File: src/apu_defs.svh
`ifndef APU_DEFS_SVH
`define APU_DEFS_SVH

// ------------------------------------------------------------
// Register port

`define AXIL_ADDR_W   8
`define AXIL_DATA_W   32

// Bytes decoded by the AOUT register block
`define AOUT_REG_SPAN 'h10

// ------------------------------------------------------------
// Sample path and generator

`define SAMPLE_W      16
`define FIFO_ADDR_W   2
`define FIFO_DEPTH    (1 << `FIFO_ADDR_W)
// Level runs 0..depth, so one bit more than the index
`define FIFO_LEVEL_W  (`FIFO_ADDR_W + 1)

`define INTERVAL_W    8
`define PWM_BITS      8
`define IRQLEVEL_W    3

`endif

File: src/apu_pkg.sv
`include "apu_defs.svh"

package apu_pkg;

    // Byte offsets of the AOUT registers
    // CSR bits: 0 enable, 1 signed, 2 running (ro), 3 rdy (ro), 6:4 flevel (ro)
    // FIFO is write only and reads back as zero
    typedef enum logic [`AXIL_ADDR_W-1:0] {
        REG_CSR      = 'h00,
        REG_INTERVAL = 'h04,
        REG_IRQLEVEL = 'h08,
        REG_FIFO     = 'h0c
    } aout_reg_e;

    // Generator states
    // IDLE holds the output low, FETCH takes one sample, PLAY counts periods
    typedef enum logic [1:0] {
        IDLE,
        FETCH,
        PLAY
    } aout_state_e;

endpackage

File: src/axil_slave_port.sv
`include "apu_defs.svh"

module axil_slave_port
    import apu_pkg::*;
(
    input  logic                        clk_sys,
    input  logic                        rst_n_sys,
    input  logic [`AXIL_ADDR_W-1:0]     awaddr,
    input  logic                        awvalid,
    output logic                        awready,
    input  logic [`AXIL_DATA_W-1:0]     wdata,
    input  logic [`AXIL_DATA_W/8-1:0]   wstrb,
    input  logic                        wvalid,
    output logic                        wready,
    output logic [1:0]                  bresp,
    output logic                        bvalid,
    input  logic                        bready,
    input  logic [`AXIL_ADDR_W-1:0]     araddr,
    input  logic                        arvalid,
    output logic                        arready,
    output logic [`AXIL_DATA_W-1:0]     rdata,
    output logic [1:0]                  rresp,
    output logic                        rvalid,
    input  logic                        rready,
    output logic                        reg_wr,
    output logic                        reg_rd,
    output aout_reg_e                   reg_addr,
    output logic [`AXIL_DATA_W-1:0]     reg_wdata,
    input  logic [`AXIL_DATA_W-1:0]     reg_rdata,
    input  logic                        reg_err
);

    localparam int         STRB_W      = `AXIL_DATA_W / 8;
    localparam logic [1:0] RESP_OKAY   = 2'b00;
    localparam logic [1:0] RESP_SLVERR = 2'b10;

    logic              port_en;
    logic              busy;
    logic              aw_held;
    logic              w_held;
    logic              acc_q;
    logic              acc_wr_q;
    logic [STRB_W-1:0] strb_q;
    logic              aw_fire;
    logic              w_fire;
    logic              ar_fire;
    logic              wr_go;
    logic              strb_full;
    logic              resp_done;

    // ------------------------------------------------------------
    // Handshakes

    // port_en keeps all readys low until the first clock after reset
    assign awready = port_en && !busy && !aw_held;
    assign wready  = port_en && !busy && !w_held;
    // Reads wait while any part of a write is pending
    assign arready = port_en && !busy && !aw_held && !w_held && !awvalid && !wvalid;

    assign aw_fire   = awvalid && awready;
    assign w_fire    = wvalid && wready;
    assign ar_fire   = arvalid && arready;
    assign wr_go     = (aw_held || aw_fire) && (w_held || w_fire);
    assign strb_full = w_held ? &strb_q : &wstrb;
    assign resp_done = (bvalid && bready) || (rvalid && rready);

    always_ff @(posedge clk_sys or negedge rst_n_sys) begin
        if (!rst_n_sys) begin
            port_en  <= 1'b0;
            busy     <= 1'b0;
            aw_held  <= 1'b0;
            w_held   <= 1'b0;
            reg_wr   <= 1'b0;
            reg_rd   <= 1'b0;
            acc_q    <= 1'b0;
            acc_wr_q <= 1'b0;
            bvalid   <= 1'b0;
            bresp    <= RESP_OKAY;
            rvalid   <= 1'b0;
            rresp    <= RESP_OKAY;
        end else begin
            port_en  <= 1'b1;
            // Partial strobes skip the register write but still answer
            reg_wr   <= wr_go && strb_full;
            reg_rd   <= ar_fire;
            acc_q    <= wr_go || ar_fire;
            acc_wr_q <= wr_go;

            if (wr_go) begin
                aw_held <= 1'b0;
                w_held  <= 1'b0;
            end else begin
                if (aw_fire) begin
                    aw_held <= 1'b1;
                end
                if (w_fire) begin
                    w_held <= 1'b1;
                end
            end

            if (wr_go || ar_fire) begin
                busy <= 1'b1;
            end else if (resp_done) begin
                busy <= 1'b0;
            end

            // Response one cycle after the access strobe
            if (acc_q && acc_wr_q) begin
                bvalid <= 1'b1;
                bresp  <= (reg_wr && reg_err) ? RESP_SLVERR : RESP_OKAY;
            end else if (bvalid && bready) begin
                bvalid <= 1'b0;
            end

            if (acc_q && !acc_wr_q) begin
                rvalid <= 1'b1;
                rresp  <= reg_err ? RESP_SLVERR : RESP_OKAY;
            end else if (rvalid && rready) begin
                rvalid <= 1'b0;
            end
        end
    end

    // ------------------------------------------------------------
    // Address and data capture

    always_ff @(posedge clk_sys) begin
        if (ar_fire) begin
            reg_addr <= aout_reg_e'(araddr);
        end else if (aw_fire) begin
            reg_addr <= aout_reg_e'(awaddr);
        end
        if (w_fire) begin
            reg_wdata <= wdata;
            strb_q    <= wstrb;
        end
        if (acc_q && !acc_wr_q) begin
            rdata <= reg_rdata;
        end
    end

endmodule

File: src/aout_regs.sv
`include "apu_defs.svh"

module aout_regs
    import apu_pkg::*;
(
    input  logic                      clk_sys,
    input  logic                      rst_n_sys,
    input  logic                      reg_wr,
    input  logic                      reg_rd,
    input  aout_reg_e                 reg_addr,
    input  logic [`AXIL_DATA_W-1:0]   reg_wdata,
    output logic [`AXIL_DATA_W-1:0]   reg_rdata,
    output logic                      reg_err,
    input  logic [`FIFO_LEVEL_W-1:0]  fifo_level,
    input  logic                      pwm_running,
    output logic                      fifo_push,
    output logic [`SAMPLE_W-1:0]      fifo_wdata,
    output logic                      csr_enable,
    output logic [`INTERVAL_W-1:0]    csr_interval,
    output logic                      irq
);

    logic [`AXIL_ADDR_W-1:0] addr_raw;
    logic                    addr_bad;
    logic                    wr_ok;
    logic                    fifo_wr;
    logic                    csr_signed;
    logic                    csr_rdy;
    logic [`IRQLEVEL_W-1:0]  csr_irqlevel;

    // ------------------------------------------------------------
    // Decode

    assign addr_raw = reg_addr;
    // Outside the block or not word aligned
    assign addr_bad = (addr_raw >= `AOUT_REG_SPAN) || (addr_raw[1:0] != 2'b00);
    assign reg_err  = (reg_wr || reg_rd) && addr_bad;
    assign wr_ok    = reg_wr && !addr_bad;
    assign fifo_wr  = wr_ok && (reg_addr == REG_FIFO);
    assign csr_rdy  = fifo_level != `FIFO_DEPTH;

    always_comb begin
        reg_rdata = '0;
        if (reg_rd && !addr_bad) begin
            case (reg_addr)
                REG_CSR: begin
                    reg_rdata[0]                  = csr_enable;
                    reg_rdata[1]                  = csr_signed;
                    reg_rdata[2]                  = pwm_running;
                    reg_rdata[3]                  = csr_rdy;
                    reg_rdata[4 +: `FIFO_LEVEL_W] = fifo_level;
                end
                REG_INTERVAL: reg_rdata[`INTERVAL_W-1:0] = csr_interval;
                REG_IRQLEVEL: reg_rdata[`IRQLEVEL_W-1:0] = csr_irqlevel;
                default:      reg_rdata = '0;
            endcase
        end
    end

    // ------------------------------------------------------------
    // Control registers and level interrupt

    always_ff @(posedge clk_sys or negedge rst_n_sys) begin
        if (!rst_n_sys) begin
            csr_enable   <= 1'b0;
            csr_signed   <= 1'b0;
            csr_interval <= '0;
            csr_irqlevel <= '0;
            fifo_push    <= 1'b0;
            irq          <= 1'b0;
        end else begin
            fifo_push <= fifo_wr;
            // Asserted while the FIFO is running low
            irq       <= fifo_level <= csr_irqlevel;
            if (wr_ok) begin
                case (reg_addr)
                    REG_CSR: begin
                        csr_enable <= reg_wdata[0];
                        csr_signed <= reg_wdata[1];
                    end
                    REG_INTERVAL: csr_interval <= reg_wdata[`INTERVAL_W-1:0];
                    REG_IRQLEVEL: csr_irqlevel <= reg_wdata[`IRQLEVEL_W-1:0];
                    default: ;
                endcase
            end
        end
    end

    // Unsigned samples are offset-binary, flip the MSB to two's complement
    always_ff @(posedge clk_sys) begin
        if (fifo_wr) begin
            fifo_wdata <= reg_wdata[`SAMPLE_W-1:0] ^ {!csr_signed, {(`SAMPLE_W-1){1'b0}}};
        end
    end

endmodule

File: src/sample_fifo.sv
`include "apu_defs.svh"

module sample_fifo #(
    parameter int WIDTH  = `SAMPLE_W,
    parameter int ADDR_W = `FIFO_ADDR_W
) (
    input  logic              clk_sys,
    input  logic              rst_n_sys,
    input  logic              push,
    input  logic [WIDTH-1:0]  wdata,
    input  logic              pop,
    output logic [WIDTH-1:0]  rdata,
    output logic [ADDR_W:0]   level
);

    localparam int              DEPTH = 1 << ADDR_W;
    localparam logic [ADDR_W:0] FULL  = {1'b1, {ADDR_W{1'b0}}};

    logic [WIDTH-1:0]  mem [DEPTH];
    logic [ADDR_W-1:0] wr_ptr;
    logic [ADDR_W-1:0] rd_ptr;
    logic              do_push;
    logic              do_pop;

    // Push when full and pop when empty are dropped
    assign do_push = push && (level != FULL);
    assign do_pop  = pop && (level != '0);

    always_ff @(posedge clk_sys or negedge rst_n_sys) begin
        if (!rst_n_sys) begin
            wr_ptr <= '0;
            rd_ptr <= '0;
            level  <= '0;
        end else begin
            if (do_push) begin
                wr_ptr <= wr_ptr + 1'b1;
            end
            if (do_pop) begin
                rd_ptr <= rd_ptr + 1'b1;
            end
            case ({do_push, do_pop})
                2'b10:   level <= level + 1'b1;
                2'b01:   level <= level - 1'b1;
                default: ;
            endcase
        end
    end

    // Read register keeps the last popped sample
    always_ff @(posedge clk_sys) begin
        if (do_push) begin
            mem[wr_ptr] <= wdata;
        end
        if (do_pop) begin
            rdata <= mem[rd_ptr];
        end
    end

endmodule

File: src/aout_pwm.sv
`include "apu_defs.svh"

module aout_pwm
    import apu_pkg::*;
(
    input  logic                      clk_sys,
    input  logic                      rst_n_sys,
    input  logic                      enable,
    input  logic [`INTERVAL_W-1:0]    interval,
    input  logic [`SAMPLE_W-1:0]      sample,
    input  logic [`FIFO_LEVEL_W-1:0]  level,
    output logic                      pop,
    output logic                      running,
    output logic                      audio
);

    aout_state_e            state;
    logic [`PWM_BITS-1:0]   cnt;
    logic [`INTERVAL_W-1:0] rep;
    logic [`PWM_BITS-1:0]   duty;
    logic                   period_end;

    // Top bits of the sample set the high time of each period
    assign duty       = sample[`SAMPLE_W-1 -: `PWM_BITS];
    assign period_end = &cnt;
    // An empty FIFO leaves the previous sample in place
    assign pop        = (state == FETCH) && (level != '0);
    assign running    = state != IDLE;

    // ------------------------------------------------------------
    // Pacing FSM and period counter

    always_ff @(posedge clk_sys or negedge rst_n_sys) begin
        if (!rst_n_sys) begin
            state <= IDLE;
            cnt   <= '0;
            rep   <= '0;
            audio <= 1'b0;
        end else begin
            // Registered compare, v high cycles per period
            audio <= (state == PLAY) && (cnt < duty);
            case (state)
                IDLE: begin
                    cnt <= '0;
                    rep <= '0;
                    if (enable) begin
                        state <= FETCH;
                    end
                end
                FETCH: begin
                    cnt   <= '0;
                    rep   <= '0;
                    state <= PLAY;
                end
                PLAY: begin
                    cnt <= cnt + 1'b1;
                    // Decisions only at the end of a full period
                    if (period_end) begin
                        if (!enable) begin
                            state <= IDLE;
                        end else if (rep == interval) begin
                            state <= FETCH;
                        end else begin
                            rep <= rep + 1'b1;
                        end
                    end
                end
                default: state <= IDLE;
            endcase
        end
    end

endmodule

File: src/audio_processor.sv
`include "apu_defs.svh"

module audio_processor
    import apu_pkg::*;
(
    input  logic                        clk_sys,
    input  logic                        rst_n_sys,
    input  logic [`AXIL_ADDR_W-1:0]     awaddr,
    input  logic                        awvalid,
    output logic                        awready,
    input  logic [`AXIL_DATA_W-1:0]     wdata,
    input  logic [`AXIL_DATA_W/8-1:0]   wstrb,
    input  logic                        wvalid,
    output logic                        wready,
    output logic [1:0]                  bresp,
    output logic                        bvalid,
    input  logic                        bready,
    input  logic [`AXIL_ADDR_W-1:0]     araddr,
    input  logic                        arvalid,
    output logic                        arready,
    output logic [`AXIL_DATA_W-1:0]     rdata,
    output logic [1:0]                  rresp,
    output logic                        rvalid,
    input  logic                        rready,
    output logic                        irq,
    output logic                        audio
);

    logic                     reg_wr;
    logic                     reg_rd;
    aout_reg_e                reg_addr;
    logic [`AXIL_DATA_W-1:0]  reg_wdata;
    logic [`AXIL_DATA_W-1:0]  reg_rdata;
    logic                     reg_err;
    logic                     fifo_push;
    logic [`SAMPLE_W-1:0]     fifo_wdata;
    logic                     fifo_pop;
    logic [`SAMPLE_W-1:0]     fifo_rdata;
    logic [`FIFO_LEVEL_W-1:0] fifo_level;
    logic                     csr_enable;
    logic [`INTERVAL_W-1:0]   csr_interval;
    logic                     pwm_running;

    // ------------------------------------------------------------
    // Bus port and AOUT registers

    axil_slave_port u_port (.*);

    aout_regs u_regs (.*);

    // ------------------------------------------------------------
    // Sample FIFO and generator

    sample_fifo #(
        .WIDTH  (`SAMPLE_W),
        .ADDR_W (`FIFO_ADDR_W)
    ) u_fifo (
        .clk_sys   (clk_sys),
        .rst_n_sys (rst_n_sys),
        .push      (fifo_push),
        .wdata     (fifo_wdata),
        .pop       (fifo_pop),
        .rdata     (fifo_rdata),
        .level     (fifo_level)
    );

    aout_pwm u_pwm (
        .clk_sys   (clk_sys),
        .rst_n_sys (rst_n_sys),
        .enable    (csr_enable),
        .interval  (csr_interval),
        .sample    (fifo_rdata),
        .level     (fifo_level),
        .pop       (fifo_pop),
        .running   (pwm_running),
        .audio     (audio)
    );

endmodule

File: config.mk
export PLATFORM = sky130hd
export DESIGN_NAME = audio_processor
export DESIGN_NICKNAME = d
export VERILOG_FILES = /design/src/apu_pkg.sv /design/src/axil_slave_port.sv /design/src/aout_regs.sv /design/src/sample_fifo.sv /design/src/aout_pwm.sv /design/src/audio_processor.sv
export VERILOG_INCLUDE_DIRS = /design/src /design/src/src
export SDC_FILE = /design/constraint.sdc
export NUM_CORES = 1
export LEC_CHECK = 0
export BUFFER_PORTS_ARGS = -buffer_cell sky130_fd_sc_hd__buf_4
export CAP_MARGIN = 20
export CORE_MARGIN = 2
export CORE_UTILIZATION = 40
export CTS_BUF_LIST = sky130_fd_sc_hd__clkbuf_4 sky130_fd_sc_hd__clkbuf_8 sky130_fd_sc_hd__clkbuf_16
export DETAILED_ROUTE_END_ITERATION = 10
export PLACE_DENSITY_LB_ADDON = 0.05
export SYNTH_ARGS = -nofsm -noshare
export SYNTH_HDL_FRONTEND = slang
export SYNTH_HIERARCHICAL = 1
export SYNTH_SLANG_ARGS = --single-unit
File: constraint.sdc
create_clock -name clk_sys -period 4.8 [get_ports clk_sys]
set_input_delay 0.24 -clock clk_sys [delete_from_list [all_inputs] [get_ports clk_sys]]
set_output_delay 0.24 -clock clk_sys [all_outputs]
set_load 0.02 [all_outputs]
=== Yosys cells after proc, flatten, opt, wreduce, memory -nomap -nowiden ===
Memory sizes are Yosys's and may differ from the RTL's. A register that Yosys moved wholly into a read port is not among the register bits.
Cells that the tools add are included.

* Register bits: 131
* RAM bits: 64
* Input port bits: 59
* Memories: 1

{| class="wikitable"
|+ Memory list
! name !! words !! width !! read ports !! clocked after Yosys merged registers in !! wr ports !! RTL line !! source
|-
| u_fifo.mem || 4 || 16 || 1 || 1 || 1 || sample_fifo.sv:19 || <nowiki>logic [WIDTH-1:0] mem [DEPTH];</nowiki>
|}

* Add/subtract/negate cells: 6
* Order comparisons: 3
* Equal/unequal tests: 14
* Mux-type cells: 30
* Bitwise operators: 1
* Reductions and logical operators: 61

{| class="wikitable"
|+ Operator list
! cell !! number
|-
| two-way mux 8 bit || 5
|-
| case mux 8 bit (2 select lines) || 2
|-
| logical AND 1 bit || 24
|-
| nonzero test 2 bit || 10
|-
| adder 8 x 1 -> 8 bit, second input constant || 2
|-
| equality test 8 x 4 -> 1 bit, second input constant || 2
|-
| XOR 16 bit || 1
|-
| two-way mux 1 bit || 13
|-
| two-way mux 2 bit || 6
|-
| AND reduction 4 bit || 3
|-
| case mux 3 bit (3 select lines) || 1
|-
| equality test 8 x 3 -> 1 bit, second input constant || 1
|-
| equality test 8 bit || 1
|-
| greater-or-equal comparator 8 x 5 -> 1 bit, second input constant || 1
|-
| zero test 1 bit || 8
|-
| zero test 8 bit || 1
|-
| less-than comparator 8 bit || 1
|-
| case mux 4 bit (2 select lines) || 1
|-
| AND reduction 2 bit || 4
|-
| AND reduction 8 bit || 1
|-
| logical OR 1 bit || 6
|-
| inequality test 2 bit, second input constant || 3
|-
| inequality test 3 bit, second input constant || 2
|-
| case mux 2 bit (3 select lines) || 1
|-
| other kinds (12) || 15
|}

=== Longest topological paths before layout ===
* Depth after elaboration: 9
* Depth in mapped cells: 10

=== Modules after synthesis ===
Netlist, hierarchy kept.

{| class="wikitable"
|+ Modules (own cells, without submodules)
! module !! times used !! cells each !! area each (µm²) !! sequential area each (µm²)
|-
| sample_fifo || 1 || 137 || 3,246.9 || 2,577.5
|-
| axil_slave_port || 1 || 135 || 2,946.6 || 2,582.5
|-
| aout_regs || 1 || 120 || 1,530.2 || 855.8
|-
| aout_pwm || 1 || 135 || 1,300.0 || 475.5
|}

=== Worst setup path before layout ===
Ideal clock, no wire load.

* Path kind: flip-flop to flip-flop
* Start: register u_pwm.state[1]
* End: register u_fifo.level[2]
* Setup time: 79 ps
* Arrival: 2,847 ps
* Setup slack: 1,873 ps
* Cell stages (with the launch flop): 11
* Period minus slack after synthesis: 2,927 ps
* Path through: dfrtp_1 clkdlybuf4s50_2 nand2b_1 nor2_1 o31a_1 ha_1 inv_1 fa_1 xor2_1 nor2_1 xor2_1

* Longest elaborated chain between the ends: 5

{| class="wikitable"
|+ Ends and longest elaborated chain
! what !! RTL line !! source
|-
| start: declaration || aout_pwm.sv:17 || <nowiki>aout_state_e state;</nowiki>
|-
| start signal: assignment || aout_pwm.sv:35 || <nowiki>state <= IDLE;</nowiki>
|-
| start signal: assignment || aout_pwm.sv:47 || <nowiki>state <= FETCH;</nowiki>
|-
| start signal: assignment || aout_pwm.sv:53 || <nowiki>state <= PLAY;</nowiki>
|-
| equality test 2 x 1 -> 1 bit (*) || aout_pwm.sv:27 || <nowiki>assign pop = (state == FETCH) && (level != '0);</nowiki>
|-
| logical AND 1 bit (*) || aout_pwm.sv:27 ||
|-
| via fifo_pop || audio_processor.sv:37 || <nowiki>logic fifo_pop;</nowiki>
|-
| logical AND 1 bit (*) || sample_fifo.sv:27 || <nowiki>assign do_pop = pop && (level != '0);</nowiki>
|-
| via u_fifo.do_pop || sample_fifo.sv:23 || <nowiki>logic do_pop;</nowiki>
|-
| equality test 2 x 1 -> 1 bit or equality test 2 bit (tied branches) || sample_fifo.sv:41 || <nowiki>case ({do_push, do_pop})</nowiki>
|-
| case mux 3 bit (2 select lines) or nonzero test 2 bit (tied branches) || n/a ||
|-
| end signal: assignment || sample_fifo.sv:42 || <nowiki>2'b10: level <= level + 1'b1;</nowiki>
|-
| end signal: assignment || sample_fifo.sv:43 || <nowiki>2'b01: level <= level - 1'b1;</nowiki>
|-
| end: declaration || sample_fifo.sv:13 || <nowiki>output logic [ADDR_W:0] level</nowiki>
|}

Mark *: on every way through the listed nets, which the timed path passes. The rest lies on a longest branch.
A chain may end at the register's enable or synchronous reset.

=== Worst setup path after layout ===
Same ends and word-level chain as after synthesis.

==> results.ini <==
[timing]
post-route-period-util_pct=55.4
finalSetupTns_ns=0
max_slew.worst_pin.slew_ns=1.05
rsz0062_at_grt=false
setup_slack_ns=2.14
fmax_mhz=376
slew_headroom_pct=29.8
setup_violations=0
hold_viol=0
finalMaxSlewViolations=0
final.min_clock_period_ns=2.66
fin_skew_ns=0.0114

[floorplanning]
start_util_pct=40.4
die_x_um=135
rows=48
die_y_um=135
coreArea_um2=17100
fp.dieArea_um2=18300
pin_count=102

[global_route]
grt_pass1_wl_um=18900
grt_usage_pct=13.7
grt_pass1_vias=3774
antenna_found_initial=0
grt_max_degree=54
grt_overflow=0

[clock_tree]
clockRootBuffer=clkbuf_16
ctsLongestPathBuffers=2
clk_pin_slew_ns=0.07
cts_tree=built
clock-sinks=161
cts_buffers=17
clkLatencyLatePin_ns=0.43
h-tree-depth=4
cts_setup_buffers=0

[cells_and_area]
final_net_count=645
antenna_cells=0
layout-drive-gt1-share_pct=27.7
final_cell_mix=edfxtp_1, buf_4, dfrtp_1
syn_to_final_growth_pct=22.7
final_common_cell=edfxtp_1

[yosys]
synth.cell_area_um2=6900
syn_inst=455
ys.warnings.count=6
syn_avg_cell_area_um2=15.2

[drt]
viasPerCell=4.66
drt-total-wl_um=11800
route.detailed.drc=0
ant_nets=0
vias=3759
routedWlPerCell_um=14.6
first_pass_iters=4
drtIter0Drc=155

[power]
irDropWorstVdd_v=0.000304
power.leakage_nw=3.34
powerDensity_nw_per_um2=408

[run]
max_cap_violations=0

[placed_design]
place.gp.congestion=0.746
portBuffers=83
hpwl_um=8040
post-place-ws_ns=2.12

[critical_path]
critPathKind=reg -> reg
worstPathArrival_ns=3.01
rrSetupSlack_ns=2.14
critPathMaxFanout=23
end_kind=register
crit_required_ns=5.15
cp-start-kind=register

[run_status]
status=complete, no violations

[min_path]
hold_class=in -> reg

-- flip-flops by register name (all words and copies together), names as in the netlist, 4 cells and up --
register             cells
u_fifo/mem              32
u_port/rdata            32
u_port/reg_wdata        16
u_fifo/rdata             8
u_port/reg_addr          8
u_pwm/cnt                8
u_pwm/rep                8
u_regs/csr_interval      8
u_regs/fifo_wdata        8
u_port/strb_q            4
-- per-layer routing --
metal	wire [µm]	global-route usage, %
met3	470	3.48
met2	5590	21.2
met5	0	0
met1	5510	18.2
met4	220	6.60
-- worst paths after layout --
path | from | cells past startpoint | to
worst min register to register | u_port/reg_wdata[9] | 0 | u_regs/fifo_wdata[9]
min in group asynchronous | rst_n_sys | 2 | u_pwm/cnt[4]
worst max-delay path | u_pwm/state[1] | 9 | u_fifo/level[2]
worst min-delay path | araddr[4] | 2 | u_port/reg_addr[4]
max in group asynchronous | rst_n_sys | 2 | u_regs/csr_enable
worst max register to register | u_pwm/state[1] | 9 | u_fifo/level[2]
-- where the power goes --
| group | total, W | leakage (nW) | switching [W] | internal [W] |
|---|---|---|---|---|
| Clock | 0.00139 | 0.297 | 0.000599 | 0.000794 |
| Sequential | 0.00167 | 1.71 | 0.0000552 | 0.00161 |
| Combinational | 0.000390 | 1.34 | 0.000221 | 0.000169 |
| Total | 0.00345 | 3.34 | 0.000875 | 0.00258 |
-- stage by stage --
step                      total power [W]  std cells  instance area (µm²)  hold slack (ns)  util, %
final                             0.00345        806                 8460            0.110     49.6
after global routing              0.00360        806                 8460           0.0927     49.6
after CTS                         0.00350        806                 8460           0.0917     49.6
after detailed placement          0.00208        751                 7620            0.356     44.7
after global placement            0.00205        750                 7590            0.356     44.5
after floorplan                   0.00190        479                 6990          -0.0556        -
-- what timing repair did --
item | CTS | global route
hold endpoints to repair | 75 | 0
hold buffers | 23 | 0
gates resized for setup | 0 | 0
-- cell type report --
class,instances,area [µm²]
clock inverters,15,186
inverters,23,86.3
fillers,1472,8590
flip-flops and latches,161,4570
clock buffers,17,425
multi-input cells,258,2030
repair buffers,107,881
well taps,225,282
-- critical path: stages, from the launching register on --
cell	delay (ns)
dfrtp_1	0.61
nand2b_1	0.27
nor2_1	0.12
o31a_1	0.46
ha_1	0.28
inv_1	0.06
fa_1	0.38
xor2_1	0.15
nor2_1	0.11
xor2_1	0.14
(Power assumes the default switching activity.)
